--- src/source/arith_cfg_pkg.sv ---
// Sizing defaults and divider state encoding for the arithmetic unit.
package arith_cfg_pkg;

  // Default data width of every module
  localparam int DEFAULT_WIDTH = 32;

  // Registered stages in the multiplier
  localparam int MULT_STAGES = 2;

  typedef enum logic [1:0] {
    DIV_IDLE = 2'd0,
    DIV_RUN  = 2'd1,
    DIV_DONE = 2'd2
  } div_state_t;

endpackage

--- src/source/arith_op_pkg.sv ---
// Operation encoding for the integer arithmetic unit.
// Shared by the decoder, the ALU, the result stage and the testbench.
package arith_op_pkg;

  // Code 4'd15 is unused and executes as an add
  typedef enum logic [3:0] {
    OP_ADD  = 4'd0,
    OP_SUB  = 4'd1,
    OP_AND  = 4'd2,
    OP_OR   = 4'd3,
    OP_XOR  = 4'd4,
    OP_SHL  = 4'd5,
    OP_SHR  = 4'd6,
    OP_LT   = 4'd7,
    OP_GT   = 4'd8,
    OP_EQ   = 4'd9,
    OP_SLT  = 4'd10,
    OP_SGT  = 4'd11,
    OP_MUL  = 4'd12,
    OP_DIV  = 4'd13,
    OP_SDIV = 4'd14
  } opcode_t;

  // Execution unit that owns an operation
  typedef enum logic [1:0] {
    UNIT_ALU = 2'd0,
    UNIT_MUL = 2'd1,
    UNIT_DIV = 2'd2
  } unit_t;

endpackage
--- src/source/arith_top.sv ---
`timescale 1ns/1ps
// Integer arithmetic unit with a go/ready/done handshake.
// One operation in flight at a time, results held until the next done.
module arith_top #(
  parameter int WIDTH = arith_cfg_pkg::DEFAULT_WIDTH
) (
  input  logic                  clk,
  input  logic                  reset,
  input  logic                  go,
  input  arith_op_pkg::opcode_t op,
  input  logic [WIDTH-1:0]      left,
  input  logic [WIDTH-1:0]      right,
  output logic                  ready,
  output logic                  done,
  output logic [WIDTH-1:0]      out,
  output logic [WIDTH-1:0]      remainder
);
  arith_op_pkg::opcode_t op_q;
  arith_op_pkg::unit_t   unit_q;
  logic [WIDTH-1:0]      left_q, right_q;
  logic                  left_neg, right_neg;
  logic                  alu_start, mul_start, div_start;
  logic [WIDTH-1:0]      alu_result, product, quotient, div_remainder;
  logic                  alu_valid, mul_valid, div_valid;
  logic                  signed_div;

  assign signed_div = (op_q == arith_op_pkg::OP_SDIV);

  op_decode #(.WIDTH(WIDTH)) u_decode (
    .clk(clk), .reset(reset), .go(go), .op(op), .left(left), .right(right),
    .done(done), .ready(ready), .op_q(op_q), .unit_q(unit_q),
    .left_q(left_q), .right_q(right_q), .left_neg(left_neg), .right_neg(right_neg),
    .alu_start(alu_start), .mul_start(mul_start), .div_start(div_start)
  );

  comb_alu #(.WIDTH(WIDTH)) u_alu (
    .op(op_q), .left(left_q), .right(right_q), .start(alu_start),
    .result(alu_result), .valid(alu_valid)
  );

  mult_pipe #(.WIDTH(WIDTH)) u_mult (
    .clk(clk), .reset(reset), .start(mul_start), .left(left_q), .right(right_q),
    .product(product), .valid(mul_valid)
  );

  div_iter #(.WIDTH(WIDTH)) u_div (
    .clk(clk), .reset(reset), .start(div_start), .dividend(left_q), .divisor(right_q),
    .quotient(quotient), .remainder(div_remainder), .valid(div_valid)
  );

  result_stage #(.WIDTH(WIDTH)) u_result (
    .clk(clk), .reset(reset), .unit_q(unit_q), .signed_div(signed_div),
    .left_neg(left_neg), .right_neg(right_neg), .divisor_abs(right_q),
    .alu_result(alu_result), .alu_valid(alu_valid),
    .product(product), .mul_valid(mul_valid),
    .quotient(quotient), .div_remainder(div_remainder), .div_valid(div_valid),
    .out(out), .remainder(remainder), .done(done)
  );

endmodule

--- src/source/result_stage.sv ---
`timescale 1ns/1ps
// Picks the finishing unit's result, restores signs for signed divide
// and registers out and remainder together with a one-cycle done.
module result_stage #(
  parameter int WIDTH = arith_cfg_pkg::DEFAULT_WIDTH
) (
  input  logic                clk,
  input  logic                reset,
  input  arith_op_pkg::unit_t unit_q,
  input  logic                signed_div,
  input  logic                left_neg,
  input  logic                right_neg,
  input  logic [WIDTH-1:0]    divisor_abs,
  input  logic [WIDTH-1:0]    alu_result,
  input  logic                alu_valid,
  input  logic [WIDTH-1:0]    product,
  input  logic                mul_valid,
  input  logic [WIDTH-1:0]    quotient,
  input  logic [WIDTH-1:0]    div_remainder,
  input  logic                div_valid,
  output logic [WIDTH-1:0]    out,
  output logic [WIDTH-1:0]    remainder,
  output logic                done
);
  typedef logic [WIDTH-1:0] word_t;

  logic  any_valid;
  logic  diff_sign;
  word_t quot_signed;
  word_t rem_t1;
  word_t rem_signed;
  word_t out_d;
  word_t rem_d;

  assign any_valid = alu_valid | mul_valid | div_valid;
  assign diff_sign = left_neg ^ right_neg;

  // Quotient truncates toward zero, remainder takes the sign of the divisor
  assign quot_signed = diff_sign ? -quotient : quotient;
  assign rem_t1      = (diff_sign && div_remainder != '0) ? divisor_abs - div_remainder
                                                          : div_remainder;
  assign rem_signed  = right_neg ? -rem_t1 : rem_t1;

  always_comb begin
    case (unit_q)
      arith_op_pkg::UNIT_MUL: begin
        out_d = product;
        rem_d = '0;
      end
      arith_op_pkg::UNIT_DIV: begin
        out_d = signed_div ? quot_signed : quotient;
        rem_d = signed_div ? rem_signed : div_remainder;
      end
      default: begin
        out_d = alu_result;
        rem_d = '0;
      end
    endcase
  end

  always_ff @(posedge clk) begin
    if (reset) begin
      out       <= '0;
      remainder <= '0;
      done      <= 1'b0;
    end else begin
      done <= any_valid;
      if (any_valid) begin
        out       <= out_d;
        remainder <= rem_d;
      end
    end
  end

  a_done_pulse: assert property (@(posedge clk) disable iff (reset)
    done |=> !done);

endmodule

--- src/source/div_iter.sv ---
`timescale 1ns/1ps
// Restoring unsigned divider, one quotient bit per cycle.
// Takes WIDTH+1 edges from start, or one edge for a zero dividend.
module div_iter #(
  parameter int WIDTH = arith_cfg_pkg::DEFAULT_WIDTH
) (
  input  logic             clk,
  input  logic             reset,
  input  logic             start,
  input  logic [WIDTH-1:0] dividend,
  input  logic [WIDTH-1:0] divisor,
  output logic [WIDTH-1:0] quotient,
  output logic [WIDTH-1:0] remainder,
  output logic             valid
);
  typedef logic [WIDTH-1:0]         word_t;
  typedef logic [2*WIDTH-2:0]       wide_t;
  typedef logic [$clog2(WIDTH)-1:0] count_t;

  arith_cfg_pkg::div_state_t state;

  word_t  rem_q;
  word_t  quot_q;
  word_t  mask;
  wide_t  div_shift;
  count_t count;
  logic   fits;

  // Shifted divisor still fits into what is left of the dividend
  assign fits = div_shift <= wide_t'(rem_q);

  always_ff @(posedge clk) begin
    if (reset) begin
      state <= arith_cfg_pkg::DIV_IDLE;
    end else begin
      case (state)
        arith_cfg_pkg::DIV_IDLE: begin
          if (start && dividend == '0) begin
            state <= arith_cfg_pkg::DIV_DONE;
          end else if (start) begin
            state <= arith_cfg_pkg::DIV_RUN;
          end
        end
        arith_cfg_pkg::DIV_RUN: begin
          if (count == count_t'(WIDTH - 1)) begin
            state <= arith_cfg_pkg::DIV_DONE;
          end
        end
        default: state <= arith_cfg_pkg::DIV_IDLE;
      endcase
    end
  end

  always_ff @(posedge clk) begin
    if (start) begin
      rem_q     <= dividend;
      quot_q    <= '0;
      div_shift <= wide_t'(divisor) << (WIDTH - 1);
      mask      <= word_t'(1) << (WIDTH - 1);
      count     <= '0;
    end else if (state == arith_cfg_pkg::DIV_RUN) begin
      if (fits) begin
        rem_q  <= rem_q - word_t'(div_shift);
        quot_q <= quot_q | mask;
      end
      div_shift <= div_shift >> 1;
      mask      <= mask >> 1;
      count     <= count + 1'b1;
    end
  end

  assign quotient  = quot_q;
  assign remainder = rem_q;
  assign valid     = (state == arith_cfg_pkg::DIV_DONE);

  a_no_overlap: assert property (@(posedge clk) disable iff (reset)
    start |-> state != arith_cfg_pkg::DIV_RUN);

endmodule

--- src/source/mult_pipe.sv ---
`timescale 1ns/1ps
// Two-stage multiplier returning the low word of the product.
// Operands are captured on start, valid follows two edges later.
module mult_pipe #(
  parameter int WIDTH = arith_cfg_pkg::DEFAULT_WIDTH
) (
  input  logic             clk,
  input  logic             reset,
  input  logic             start,
  input  logic [WIDTH-1:0] left,
  input  logic [WIDTH-1:0] right,
  output logic [WIDTH-1:0] product,
  output logic             valid
);
  typedef logic [WIDTH-1:0] word_t;
  localparam int STAGES = arith_cfg_pkg::MULT_STAGES;

  logic [STAGES-1:0] vld_pipe;
  word_t             left_s1;
  word_t             right_s1;

  always_ff @(posedge clk) begin
    if (reset) begin
      vld_pipe <= '0;
    end else begin
      vld_pipe <= {vld_pipe[STAGES-2:0], start};
    end
  end

  always_ff @(posedge clk) begin
    if (start) begin
      left_s1  <= left;
      right_s1 <= right;
    end
    // Low word only
    if (vld_pipe[0]) begin
      product <= left_s1 * right_s1;
    end
  end

  assign valid = vld_pipe[STAGES-1];

endmodule

--- src/source/comb_alu.sv ---
`timescale 1ns/1ps
// Single-cycle operations: add, sub, logic, shifts and compares.
// The result is valid in the same cycle as start.
module comb_alu #(
  parameter int WIDTH = arith_cfg_pkg::DEFAULT_WIDTH
) (
  input  arith_op_pkg::opcode_t op,
  input  logic [WIDTH-1:0]      left,
  input  logic [WIDTH-1:0]      right,
  input  logic                  start,
  output logic [WIDTH-1:0]      result,
  output logic                  valid
);
  typedef logic [WIDTH-1:0] word_t;

  always_comb begin
    case (op)
      arith_op_pkg::OP_SUB: result = left - right;
      arith_op_pkg::OP_AND: result = left & right;
      arith_op_pkg::OP_OR:  result = left | right;
      arith_op_pkg::OP_XOR: result = left ^ right;
      // Full shift amount, anything of WIDTH or more clears the word
      arith_op_pkg::OP_SHL: result = left << right;
      arith_op_pkg::OP_SHR: result = left >> right;
      arith_op_pkg::OP_LT:  result = word_t'(left < right);
      arith_op_pkg::OP_GT:  result = word_t'(left > right);
      arith_op_pkg::OP_EQ:  result = word_t'(left == right);
      arith_op_pkg::OP_SLT: result = word_t'($signed(left) < $signed(right));
      arith_op_pkg::OP_SGT: result = word_t'($signed(left) > $signed(right));
      default:              result = left + right;
    endcase
  end

  assign valid = start;

endmodule

--- src/source/op_decode.sv ---
`timescale 1ns/1ps
// Front end of the arithmetic unit. Accepts one operation on go and ready,
// registers it and fires a one-cycle start at the unit that executes it.
module op_decode #(
  parameter int WIDTH = arith_cfg_pkg::DEFAULT_WIDTH
) (
  input  logic                  clk,
  input  logic                  reset,
  input  logic                  go,
  input  arith_op_pkg::opcode_t op,
  input  logic [WIDTH-1:0]      left,
  input  logic [WIDTH-1:0]      right,
  input  logic                  done,
  output logic                  ready,
  output arith_op_pkg::opcode_t op_q,
  output arith_op_pkg::unit_t   unit_q,
  output logic [WIDTH-1:0]      left_q,
  output logic [WIDTH-1:0]      right_q,
  output logic                  left_neg,
  output logic                  right_neg,
  output logic                  alu_start,
  output logic                  mul_start,
  output logic                  div_start
);
  typedef logic [WIDTH-1:0] word_t;

  logic                busy;
  logic                accept;
  logic                is_sdiv;
  word_t               left_abs;
  word_t               right_abs;
  arith_op_pkg::unit_t unit_d;

  // Ready again as soon as the result is presented
  assign ready   = ~busy | done;
  assign accept  = go & ready;
  assign is_sdiv = (op == arith_op_pkg::OP_SDIV);

  assign left_abs  = left[WIDTH-1] ? -left : left;
  assign right_abs = right[WIDTH-1] ? -right : right;

  always_comb begin
    case (op)
      arith_op_pkg::OP_MUL:  unit_d = arith_op_pkg::UNIT_MUL;
      arith_op_pkg::OP_DIV,
      arith_op_pkg::OP_SDIV: unit_d = arith_op_pkg::UNIT_DIV;
      default:               unit_d = arith_op_pkg::UNIT_ALU;
    endcase
  end

  always_ff @(posedge clk) begin
    if (reset) begin
      busy      <= 1'b0;
      op_q      <= arith_op_pkg::OP_ADD;
      unit_q    <= arith_op_pkg::UNIT_ALU;
      alu_start <= 1'b0;
      mul_start <= 1'b0;
      div_start <= 1'b0;
    end else begin
      alu_start <= accept && (unit_d == arith_op_pkg::UNIT_ALU);
      mul_start <= accept && (unit_d == arith_op_pkg::UNIT_MUL);
      div_start <= accept && (unit_d == arith_op_pkg::UNIT_DIV);
      if (accept) begin
        busy   <= 1'b1;
        op_q   <= op;
        unit_q <= unit_d;
      end else if (done) begin
        busy <= 1'b0;
      end
    end
  end

  // Signed divide runs on magnitudes, signs are restored at the result stage
  always_ff @(posedge clk) begin
    if (accept) begin
      left_q    <= is_sdiv ? left_abs : left;
      right_q   <= is_sdiv ? right_abs : right;
      left_neg  <= is_sdiv & left[WIDTH-1];
      right_neg <= is_sdiv & right[WIDTH-1];
    end
  end

  a_one_start: assert property (@(posedge clk) disable iff (reset)
    $onehot0({alu_start, mul_start, div_start}));

endmodule

--- config.mk ---
export PLATFORM = sky130hd
export DESIGN_NAME = arith_top
export DESIGN_NICKNAME = d
export VERILOG_FILES = /design/src/source/arith_cfg_pkg.sv /design/src/source/arith_op_pkg.sv /design/src/source/arith_top.sv /design/src/source/result_stage.sv /design/src/source/div_iter.sv /design/src/source/mult_pipe.sv /design/src/source/comb_alu.sv /design/src/source/op_decode.sv
export SDC_FILE = /design/constraint.sdc
export NUM_CORES = 2
export LEC_CHECK = 0
export ABC_AREA = 1
export BUFFER_PORTS_ARGS = -buffer_cell sky130_fd_sc_hd__buf_2
export CORE_UTILIZATION = 55
export DETAILED_ROUTE_END_ITERATION = 10
export PLACE_DENSITY_LB_ADDON = 0.15
export SLEW_MARGIN = 20
export SYNTH_ARGS = -nofsm -noshare
export SYNTH_HDL_FRONTEND = slang
export SYNTH_SLANG_ARGS = --single-unit
--- constraint.sdc ---
create_clock -name clk -period 9.39 [get_ports clk]
set_input_delay 1.4085 -clock clk [delete_from_list [all_inputs] [get_ports clk]]
set_output_delay 1.4085 -clock clk [all_outputs]
set_load 0.005 [all_outputs]
==> metrics <==
I/O pin total=137; Die Width=299 um; die span in y=299 um; min cycle time layout=7.47 ns; largest net degree at the start of global routing=92; syn avg cell area=7.00 sq um; # setup viols final=0; post-synthesis register bit count=405; syn nets=7737; number of remaining DRC errors=0; Worst path most repeated cell=fa_1; worst setup path class=flip-flop to flip-flop; CTS clock-pin slew for the worst setup and hold paths=0.07 ns; CP Data Required Time=9.75 ns; H-tree levels=2; core area=87000 sq um; sequential-to-total area share from yosys stat=21.4%; Reg power frac=29.7%; Final Power=7730 uW; Buffers on Ports=136; HPWL Detailed=148000 um; count of cell types in the netlist=62; Vias/cell=5.80; CP max stage delay=1.09 ns; Post-synth top flop=edfxtp_1; worst path bufs/invs=5; most frequent cells in the layout=1766 x nand2_1, 1363 x inv_1, 555 x nand3_1; final hold vios=0; vias=47017; Power per Cell Area=149 nW/um^2; GR Overflow Total=0; Crit Reg-Reg Startpoint=u_mult.right_s1[7]$_DFFE_PP_; clock share of power=24.7%; CTS Buffer Depth=3; layout cells sized above 1=5.95%; Ys Warns=0; TNS Setup=0 ns; fin area=51700 sq um; Setup Slack @ Placement=2.06 ns; DRT antenna net count=0; initial antenna violation count=7; worst-path fanout max=25; EDFF count, synth=226; R2R setup slack=1.92 ns; Final period util=79.6%; first-pass GRT wire length=278000 um; total CTS buffers=47; vias in the first global route=44430; # fillers=8439; kind of end point of the critical path=flip-flop; drt first pass iters=8; nets@finish=7714; delay-heaviest family, CP=adder cells; Hold Path Stages=2; overall global routing resource usage=41.4%; Root Buffer=clkbuf_16; post_cts resized=0; Util after Layout=59.5%; Max Slew Vio Count=0; switching fraction of total power=43.7%; CTS tree=built; hold path startpoint=u_result.remainder[30]$_SDFFE_PP0P_; Post-CTS Hold Buffers=0; area post-placement=50100 sq um; RePlAce Congestion=1.03; final WL=185000 um; Leak=0.0270 uW; Slew HR=21.4%; Setup WS post-layout=1.92 ns; Worst Hold Endpoint=u_result.remainder[30]$_SDFFE_PP0P_; Clk Latency, worst-skew pair=0.65 ns; internal power=4350 uW; max_cap viols=0; Post CTS Setup Buffer Count=0; Reg2Reg Depth=23; Initial DRC Count=5615; Data arrival, critical path=7.83 ns; hold crit path type=flip-flop to flip-flop; Total Die Area=89400 sq um; Worst R2R End=u_mult.product[30]$_DFFE_PP_; Starting Density=55.7%; maximum vdd ir drop=0.000169 V; f_max=0.134 GHz; unrepaired setup endpoints after global routing=false; actual slew at the worst max-slew pin=1.18 ns; Clock Skews=0.0449 ns; CP cell instances=nand2_1 -> inv_1 -> fa_1 -> fa_1 -> fa_1 -> inv_1 -> fa_1 -> inv_1 -> fa_1 -> inv_1 -> fa_1 -> inv_1 -> fa_1 -> fa_1 -> ha_1 -> nand2_1 -> nor4_1 -> nand4_1 -> nand3_1 -> nand2_1 -> o211ai_1 -> a221oi_1 -> xor2_1; outcome=complete, no violations; clock sink count=405; Layout area overhead=6.65%; most common cell after layout, fill and taps aside=nand2_1; combinational power share=45.6%; Worst Setup Start Kind=flip-flop; ys async rst share=0%; Mapped Cells=6933; CP max-delay cell=edfxtp_1; wire per inst=22.8 um; row count=108; Cell Area, Synth=48500 sq um; Net Switching=3380 uW
-- how the worst max path moves through the flow --
stage | from | to | slack (ns) | cells past startpoint
6_report | u_mult.right_s1[7]$_DFFE_PP_ | u_mult.product[30]$_DFFE_PP_ | 1.92 | 23
5_1_grt | u_mult.right_s1[6]$_DFFE_PP_ | u_mult.product[30]$_DFFE_PP_ | 1.53 | 23
4_1_cts | u_mult.right_s1[5]$_DFFE_PP_ | u_mult.product[30]$_DFFE_PP_ | 2.00 | 23
3_5_place_dp | u_mult.right_s1[3]$_DFFE_PP_ | u_mult.product[30]$_DFFE_PP_ | 2.06 | 23
3_3_place_gp | u_mult.right_s1[8]$_DFFE_PP_ | u_mult.product[30]$_DFFE_PP_ | 1.94 | 23
2_1_floorplan | u_mult.left_s1[12]$_DFFE_PP_ | u_mult.product[29]$_DFFE_PP_ | 2.68 | 27
-- area by class of cell --
cell class / count / area, sq um / area share, %
Antenna cell: 3 / 7.51 / 0.0145
Timing Repair Buffer: 225 / 1370 / 2.65
Sequential cell: 405 / 10400 / 20.0
Clock inverter: 24 / 256 / 0.496
Tap cell: 1155 / 1450 / 2.79
Multi-Input combinational cell: 4847 / 31800 / 61.4
Clock buffer: 62 / 1300 / 2.52
Inverter: 1384 / 5200 / 10.1
-- sequential cells by signal, summed over array words and instances (netlist names) --
name / count
u_div.div_shift: 63
u_decode.left_q: 32
u_decode.right_q: 32
u_div.mask: 32
u_div.quotient: 32
u_div.remainder: 32
u_mult.left_s1: 32
u_mult.product: 32
u_mult.right_s1: 32
u_result.out: 32
u_result.remainder: 32
u_div.count: 5
u_decode.op_q: 4
u_decode.unit_q: 2
u_div.state: 2
u_mult.vld_pipe: 2
u_decode.alu_start: 1
u_decode.busy: 1
u_decode.div_start: 1
u_decode.left_neg: 1
u_decode.mul_start: 1
u_decode.right_neg: 1
u_result.done: 1
-- Yosys cell counts (39+ instances only) --
| cell | n | area (sq um) |
|---|---|---|
| dfxtp_1 | 179 | 3580 |
| xor2_1 | 110 | 963 |
| nand4_1 | 80 | 500 |
| inv_1 | 1365 | 5120 |
| nand2_1 | 1766 | 6630 |
| ha_1 | 321 | 4020 |
| o22ai_1 | 39 | 244 |
| nor2_1 | 352 | 1320 |
| nand3_1 | 555 | 2780 |
| edfxtp_1 | 226 | 6790 |
| a21oi_1 | 396 | 1980 |
| nor3_1 | 68 | 340 |
| xnor2_1 | 66 | 578 |
| clkbuf_1 | 240 | 901 |
| o21ai_0 | 380 | 1900 |
| fa_1 | 412 | 8250 |
-- layer usage --
layer  vias to the layer above  global-route usage, %  wire [um]
li1                      21719                      -          -
met1                     22332                   56.0      74500
met2                      2506                   61.9      78700
met3                       450                   10.1      21400
met4                        10                   20.2      10400
met5                         -                  0.582        115
-- through the flow --
step                      instances  hold slack, ns
after global placement         8013           0.431
after floorplan                6933           0.420
final                          8105           0.448
after global routing           8103           0.463
after CTS                      8100           0.450
after detailed placement       8014           0.433
-- cell families (layout without fill, tap and decap cells) --
| logic type | after synthesis | after routing | share of synthesized area [%] |
|---|---|---|---|
| buffers and inverters | 1681 | 1695 | 13.2 |
| flip-flops | 405 | 405 | 21.4 |
| AO/OA/AOI/OAI | 975 | 975 | 11.0 |
| XOR/XNOR | 177 | 177 | 3.21 |
| adder cells (fa/ha/maj) | 733 | 733 | 25.3 |
| AND/OR/NAND/NOR | 2962 | 2962 | 25.9 |
| other | 0 | 3 | 0 |
-- power groups by stage --
stage	sequential (uW)	combinational [uW]	clock [uW]
after detailed placement	2320	3400	0
after CTS	2280	3420	1920
after floorplan	2250	2330	0
after global placement	2320	3390	0
after global routing	2300	3860	1980
final	2290	3530	1910
-- worst reg2reg max path: cells and delay by family (launching register included) --
kind,cells,cell delay [ns]
and+or+nand+nor,6,1.09
AOI/OAI and AO/OA,2,0.28
adders and majority gates,9,4.24
DFF,1,1.09
buffers and inverters,5,0.31
xor gates and xnor gates,1,0.16
Power figures use the tool's default switching activity.
